`src/common/nnPkg.sv`:
```
package nnPkg;

	localparam int NumInputs = 15;
	localparam int NumNodes = 4;
	localparam int PipeDepth = 3; // input pulse to valid node output

	typedef logic signed [7:0] actT;
	typedef logic [NumInputs*8-1:0] actVecT; // activation 0 in low byte
	typedef logic signed [7:0] weightT;
	typedef logic signed [15:0] biasT;
	typedef logic signed [22:0] accT;
	typedef logic [NumNodes*8-1:0] resultVecT; // node 0 in low byte
	typedef logic [7:0] axiAddrT;
	typedef logic [31:0] axiDataT;
	typedef logic [1:0] axiRespT;

	// fixed weights, one row per node
	localparam weightT WeightTable [NumNodes][NumInputs] = '{
		'{12, -7, 19, -25, 3, 30, -14, 8, -2, 22, -19, 6, 27, -11, 15},
		'{31, 28, 8, 31, 21, 11, -2, 25, -31, -18, 5, 5, -13, -31, 21},
		'{-18, 9, -30, 4, 26, -5, 13, -21, 17, 1, -9, 29, -3, 24, -16},
		'{7, 21, -12, 16, -28, -8, 31, 2, -23, 10, 18, -4, 14, -27, 5}
	};

	localparam biasT BiasTable [NumNodes] = '{
		16'sd512,
		-16'sd1024,
		16'sd256,
		-16'sd300
	};

	// register map, byte addresses
	localparam axiAddrT ActBase = 8'h00; // activation i at ActBase + 4*i
	localparam axiAddrT CtrlAddr = 8'h40;
	localparam axiAddrT StatusAddr = 8'h44;
	localparam axiAddrT ResultAddr = 8'h48;

	localparam axiRespT RespOkay = 2'd0;
	localparam axiRespT RespSlvErr = 2'd2;

endpackage

```
`src/layer/neuronNode.sv`:
```
`timescale 1ns/1ps

module neuronNode #(
	parameter int NodeIndex = 0
) (
	input logic clk,
	input logic reset,
	input nnPkg::actVecT activations,
	output nnPkg::actT out
);

	nnPkg::actT inReg [nnPkg::NumInputs];
	nnPkg::accT sumComb;
	nnPkg::accT sumReg;
	logic roundUp;
	logic overflow;

	// bias plus fifteen signed products
	always_comb
	begin
		sumComb = nnPkg::accT'(nnPkg::BiasTable[NodeIndex]);
		for (int i = 0; i < nnPkg::NumInputs; i++)
			sumComb = sumComb + inReg[i] * nnPkg::WeightTable[NodeIndex][i];
	end

	assign overflow = sumReg[21:13] != 9'd0;
	assign roundUp = sumReg[5] && sumReg[4:0] != 5'd0; // drop 6 fraction bits

	always_ff @(posedge clk)
	begin
		if (reset)
		begin
			for (int i = 0; i < nnPkg::NumInputs; i++)
				inReg[i] <= '0;
			sumReg <= '0;
			out <= '0;
		end
		else
		begin
			for (int i = 0; i < nnPkg::NumInputs; i++)
				inReg[i] <= activations[8*i +: 8];
			sumReg <= sumComb;

			// relu with saturation
			if (sumReg[22])
				out <= '0;
			else if (overflow)
				out <= 8'sd127;
			else if (roundUp)
				out <= sumReg[13:6] + 8'd1;
			else
				out <= sumReg[13:6];
		end
	end

endmodule

```
`src/layer/denseLayer.sv`:
```
`timescale 1ns/1ps

module denseLayer (
	input logic clk,
	input logic reset,
	input nnPkg::actVecT activations,
	input logic inValid,
	output nnPkg::resultVecT results,
	output logic resultValid,
	output logic busy
);

	nnPkg::actT nodeOut [nnPkg::NumNodes];
	logic [nnPkg::PipeDepth-1:0] validPipe;

	for (genvar g = 0; g < nnPkg::NumNodes; g++)
	begin : genNode
		neuronNode #(
			.NodeIndex(g)
		) i_node (
			.clk(clk),
			.reset(reset),
			.activations(activations),
			.out(nodeOut[g])
		);

		assign results[g*8 +: 8] = nodeOut[g];
	end

	// tracks items through the fixed neuron latency
	always_ff @(posedge clk)
	begin
		if (reset)
			validPipe <= '0;
		else
			validPipe <= {validPipe[nnPkg::PipeDepth-2:0], inValid};
	end

	assign resultValid = validPipe[nnPkg::PipeDepth-1];
	assign busy = |validPipe; // anything in flight

endmodule

```
`src/axiFront/axiRegFile.sv`:
```
`timescale 1ns/1ps

module axiRegFile (
	input logic clk,
	input logic reset,
	input nnPkg::axiAddrT awaddr,
	input logic awvalid,
	output logic awready,
	input nnPkg::axiDataT wdata,
	input logic [3:0] wstrb,
	input logic wvalid,
	output logic wready,
	output nnPkg::axiRespT bresp,
	output logic bvalid,
	input logic bready,
	input nnPkg::axiAddrT araddr,
	input logic arvalid,
	output logic arready,
	output nnPkg::axiDataT rdata,
	output nnPkg::axiRespT rresp,
	output logic rvalid,
	input logic rready,
	output nnPkg::actVecT activations,
	output logic startPulse,
	input nnPkg::resultVecT results,
	input logic resultValid,
	input logic busy
);

	logic wrReady;
	logic wrFire;
	logic wrAct;
	logic wrCtrl;
	logic wrStart;
	logic [3:0] wrIdx;
	logic rdFire;
	logic [3:0] rdIdx;
	nnPkg::actT rdByte;
	nnPkg::axiDataT rdWord;
	logic rdOk;
	nnPkg::resultVecT resultReg;
	logic done;

	function automatic logic isAct(nnPkg::axiAddrT addr);
		return addr >= nnPkg::ActBase && addr < nnPkg::ActBase + 4 * nnPkg::NumInputs
			&& addr[1:0] == 2'b00;
	endfunction

	// aw and w are taken together, wstrb ignored
	assign awready = wrReady;
	assign wready = wrReady;
	assign wrFire = wrReady && awvalid && wvalid;
	assign wrAct = isAct(awaddr);
	assign wrCtrl = awaddr == nnPkg::CtrlAddr;
	assign wrStart = wrFire && wrCtrl && wdata[0];
	assign wrIdx = 4'((awaddr - nnPkg::ActBase) >> 2);

	assign rdFire = arready && arvalid;
	assign rdIdx = 4'((araddr - nnPkg::ActBase) >> 2);
	assign rdByte = activations[rdIdx*8 +: 8];

	always_comb
	begin
		rdWord = '0;
		rdOk = 1'b1;
		if (isAct(araddr))
			rdWord = {{24{rdByte[7]}}, rdByte}; // sign-extended
		else
		begin
			case (araddr)
				nnPkg::CtrlAddr: rdWord = '0; // start bit self-clears
				nnPkg::StatusAddr: rdWord = {30'd0, done, busy || startPulse};
				nnPkg::ResultAddr: rdWord = resultReg;
				default: rdOk = 1'b0;
			endcase
		end
	end

	always_ff @(posedge clk)
	begin
		if (reset)
		begin
			wrReady <= 1'b0;
			bvalid <= 1'b0;
			arready <= 1'b0;
			rvalid <= 1'b0;
			startPulse <= 1'b0;
			done <= 1'b0;
			activations <= '0;
			resultReg <= '0;
		end
		else
		begin
			// free once the pending response drains
			wrReady <= !wrReady && awvalid && wvalid && (!bvalid || bready);
			if (bvalid && bready)
				bvalid <= 1'b0;
			if (wrFire)
				bvalid <= 1'b1;

			arready <= !arready && arvalid && (!rvalid || rready);
			if (rvalid && rready)
				rvalid <= 1'b0;
			if (rdFire)
				rvalid <= 1'b1;

			if (wrFire && wrAct)
				activations[wrIdx*8 +: 8] <= wdata[7:0];
			startPulse <= wrStart;

			if (resultValid)
			begin
				resultReg <= results; // last item to finish wins
				done <= 1'b1;
			end
			if (wrStart)
				done <= 1'b0; // new item still in flight
		end
	end

	always_ff @(posedge clk)
	begin
		if (wrFire)
			bresp <= (wrAct || wrCtrl) ? nnPkg::RespOkay : nnPkg::RespSlvErr;
		if (rdFire)
		begin
			rdata <= rdWord;
			rresp <= rdOk ? nnPkg::RespOkay : nnPkg::RespSlvErr;
		end
	end

endmodule

```
`src/nnAccelTop.sv`:
```
`timescale 1ns/1ps

module nnAccelTop (
	input logic clk,
	input logic reset,
	input nnPkg::axiAddrT awaddr,
	input logic awvalid,
	output logic awready,
	input nnPkg::axiDataT wdata,
	input logic [3:0] wstrb,
	input logic wvalid,
	output logic wready,
	output nnPkg::axiRespT bresp,
	output logic bvalid,
	input logic bready,
	input nnPkg::axiAddrT araddr,
	input logic arvalid,
	output logic arready,
	output nnPkg::axiDataT rdata,
	output nnPkg::axiRespT rresp,
	output logic rvalid,
	input logic rready
);

	nnPkg::actVecT activations;
	logic startPulse;
	nnPkg::resultVecT results;
	logic resultValid;
	logic busy;

	axiRegFile i_regFile (
		.clk(clk),
		.reset(reset),
		.awaddr(awaddr),
		.awvalid(awvalid),
		.awready(awready),
		.wdata(wdata),
		.wstrb(wstrb),
		.wvalid(wvalid),
		.wready(wready),
		.bresp(bresp),
		.bvalid(bvalid),
		.bready(bready),
		.araddr(araddr),
		.arvalid(arvalid),
		.arready(arready),
		.rdata(rdata),
		.rresp(rresp),
		.rvalid(rvalid),
		.rready(rready),
		.activations(activations),
		.startPulse(startPulse),
		.results(results),
		.resultValid(resultValid),
		.busy(busy)
	);

	denseLayer i_layer (
		.clk(clk),
		.reset(reset),
		.activations(activations),
		.inValid(startPulse),
		.results(results),
		.resultValid(resultValid),
		.busy(busy)
	);

endmodule

```
`config.mk`:
```
export PLATFORM = sky130hd
export DESIGN_NAME = nnAccelTop
export DESIGN_NICKNAME = d
export VERILOG_FILES = /design/src/common/nnPkg.sv /design/src/layer/neuronNode.sv /design/src/layer/denseLayer.sv /design/src/axiFront/axiRegFile.sv /design/src/nnAccelTop.sv
export SDC_FILE = /design/constraint.sdc
export NUM_CORES = 2
export LEC_CHECK = 0
export ABC_AREA = 1
export BUFFER_PORTS_ARGS = -buffer_cell sky130_fd_sc_hd__buf_2
export CAP_MARGIN = 30
export CORE_ASPECT_RATIO = 0.75
export CORE_UTILIZATION = 60
export DETAILED_ROUTE_END_ITERATION = 10
export PLACE_DENSITY = 0.77
export SLEW_MARGIN = 20
export SYNTH_ARGS = -nofsm -noshare
export SYNTH_HDL_FRONTEND = slang
export SYNTH_SLANG_ARGS = --single-unit
```
`constraint.sdc`:
```
create_clock -name clk -period 24.9 [get_ports clk]
set_clock_uncertainty 0.1 [all_clocks]
set_input_delay 0 -clock clk [delete_from_list [all_inputs] [get_ports clk]]
set_output_delay 0 -clock clk [all_outputs]
set_load 0.005 [all_outputs]
```
==> run_results.csv <==
group,metric,value,unit
status,status,"finished clean",
clock_tree,cts_setup_buffers,0,
layout,drive_gt1_frac,0.0439,
global_routing,antenna_found_initial,31,
sta,timing.fmax,76.1,MHz
placement,io_buffers,69,
setup_path,cpMostUsedCell,"fa_1",
floorplanning,dieArea,128000,sq um
clock_tree,cts_buffers,47,
clock_tree,worst_setup_hold_path_clk_slew,0.07,ns
logic_synthesis,ys_seq_elements,439,
power_and_ir_drop,power_leakage,0.0436,uW
logic_synthesis,synth_top_area_share,0.402,
logic_synthesis,ys_top_cells_by_area,"fa_1 40%, ha_1 18%, inv_1 12%",
layout,num-fill-cells,10100,
logic_synthesis,yosys.area.top_type,"fa_1",
floorplanning,start_util,0.607,
clock_tree,cts_buffer_depth,3,
sta,slew_headroom,0.263,
routing,final_antenna_net_count,0,
clock_tree,ctsResizeCount,0,
power_and_ir_drop,peakVddDrop,0.0000952,V
setup_path,critPathSlowestCell,"nor3b_1",
setup_path,crit_arrival,13.67,ns
clock_tree,ctsHoldBuffers,39,
logic_synthesis,yosysMostFrequentCell,"inv_1",
layout,ff_latch_area,9140,sq um
floorplanning,die_h,310,um
global_routing,grt_overflow_total,0,
logic_synthesis,ys.flop_type,"dfxtp_1",
routing,via_count,58100,
routing,dr.first_iter.drc_count,7349,
routing,drc,0,
global_routing,grt_pass1_wl,428000,um
routing,routed_wl,304000,um
setup_path,path_max_fanout,6,
global_routing,grt_max_degree,76,
layout,syn_to_final_growth,7.00,%
routing,wl_per_cell,30.4,um
clock_tree,h-tree-depth,2,
floorplanning,rows,112,
clock_tree,clock_latency,0.70,ns
job,cap_viol_max_count,0,
logic_synthesis,yosysWarnings,0,
sta,setup_viol,0,
placement,gp_congestion,1.13,
setup_path,slowest_delay,0.84,ns
sta,tightest_slew,1.10,ns
logic_synthesis,yosys-top-cells-count,"2505 x inv_1, 1521 x fa_1, 1115 x ha_1, 557 x nand2_1, 447 x nor2_1",
floorplanning,ioPinCount,100,
clock_tree,tritoncts,"yes",
routing,avgViaCountPerCell,5.82,
logic_synthesis,postSynthAreaPerCell,9.36,sq um
logic_synthesis,yosysSeqAreaShare,0.121,
logic_synthesis,synth_cell_types,57,
worst_hold_path,hp-class,"in -> reg",
sta,final.setup.worst_slack,11.75,ns
sta,finalSetupTns,0,ns
logic_synthesis,syn_inst,8087,
routing,firstDrtPassIters,8,
floorplanning,coreArea,125000,sq um
global_routing,grtUsageTotal,0.488,
global_routing,grt_pass1_vias,59400,
setup_path,critPathCaptureType,"flip-flop",
sta,period_share,0.528,
sta,drv_slew,0,
layout,multi_input_area,56800,sq um
clock_tree,cts_root_buf,"clkbuf_16",
sta,rsz0062_at_grt,"no",
sta,fin_crit,13.15,ns
setup_path,crit_type,"reg -> reg",
setup_path,cp.required,25.42,ns
floorplanning,die_w,412,um
logic_synthesis,synthArstFlopShare,0,
logic_synthesis,synth_edf_count,34,
setup_path,cp-start-kind,"flip-flop",
logic_synthesis,syn_area,75700,sq um
clock_tree,numClockSinks,439,
placement,pre_cts_ws,12.10,ns
sta,final_hold_viol_count,0,
placement,place_hpwl,258000,um
layout,finalNetCount,11000,
power_and_ir_drop,powerDensity,20.9,nW/um^2
[cells by family after synthesis]
logic type      Yosys count  share of synthesized area
other cells               1                  0.0000495
flops                   439                      0.121
xor+xnor                261                     0.0303
compound gates          836                     0.0605
simple gates           1294                     0.0718
fa+ha+maj              2636                      0.586
buf+inv                2620                      0.131
[routing by layer]
layer	GRT usage	part of all wire	vias to the layer above
met2	0.666	0.39	3726
met4	0.234	0.062	32
met3	0.234	0.16	761
met1	0.645	0.38	29100
li1	-	-	24500
met5	0.0195	0.0018	-
[layout by cell type, fill, tap and decap left out, types with 11 or more instances in the layout]
cell type,instances
o21bai_1,14
nand2_1,557
clkbuf_16,47
buf_4,132
a21oi_1,358
xor2_1,171
and2_1,11
o21ai_1,21
a211oi_1,12
o21a_1,24
dlygate4sd3_1,39
ha_1,1115
dfxtp_1,399
a21o_1,14
nand4_1,19
fa_1,1521
xnor2_1,88
or2_2,18
nor3_1,52
clkbuf_1,11
o21ai_0,284
nand3_1,135
inv_2,16
nor2_2,12
a31oi_1,19
buf_2,71
nor2_1,446
edfxtp_1,34
inv_1,2505
o22ai_1,38
[critical path, delay by kind of cell (launching register included)]
kind | cells | cell delay, ns
adders and majority gates | 14 | 7.39
AOI/OAI and AO/OA | 7 | 2.07
and+or+nand+nor | 8 | 1.59
DFF | 1 | 0.69
xor gates and xnor gates | 1 | 0.64
buffers and inverters | 7 | 0.57
[power by group]
part | switching [uW] | leakage, uW | internal (uW)
clock | 345 | 0.000789 | 422
sequential | 9.68 | 0.00363 | 729
combinational | 139 | 0.0392 | 49.2
total | 494 | 0.0436 | 1200
[flip-flops by register name, indices dropped and copies added, names as in the netlist, 3 cells and up]
name                           flops
i_layer.genNode.i_node.inReg     120
i_layer.genNode.i_node.sumReg     92
i_regFile.activations            120
i_layer.validPipe                  3
i_regFile.rdata                   32
i_regFile.resultReg               32
i_layer.genNode.i_node.out        32
[path summary, 6_finish.rpt]
check	from	endpoint	slack, ns	depth (start not counted)
max reg2reg	i_layer.genNode[2].i_node.inReg[0][41]	i_layer.genNode[0].i_node.sumReg[20]	11.75	37
max	i_layer.genNode[2].i_node.inReg[0][41]	i_layer.genNode[0].i_node.sumReg[20]	11.75	37
min	rready	i_regFile.rvalid	0.05	5
min reg2reg	i_regFile.activations[20]	i_layer.genNode[2].i_node.inReg[0][20]	0.33	2
[final cells by class]
class                      instances  area share
multi-input combinational       5029       0.700
inverter                        2523       0.117
sequential                       439       0.113
tap                             1653      0.0255
timing repair buffer             254      0.0238
clock buffer                      66      0.0164
clock inverter                    20     0.00398
antenna                            8    0.000247
[through the flow]
step / total power [uW] / hold WS, ns / instance area (sq um) / cells / util
global placement: 920 / 0.156 / 78800 / 9844 / 0.631
CTS: 1680 / 0.00700 / 80900 / 9976 / 0.649
finish: 1690 / 0.0516 / 81000 / 9992 / 0.650
detailed placement: 925 / 0.161 / 78900 / 9851 / 0.632
floorplan: 836 / 0.0333 / 75700 / 8088 / -
global route: 1730 / 0.0952 / 81000 / 9984 / 0.650
Note: power is estimated with default switching activity, not from simulation.
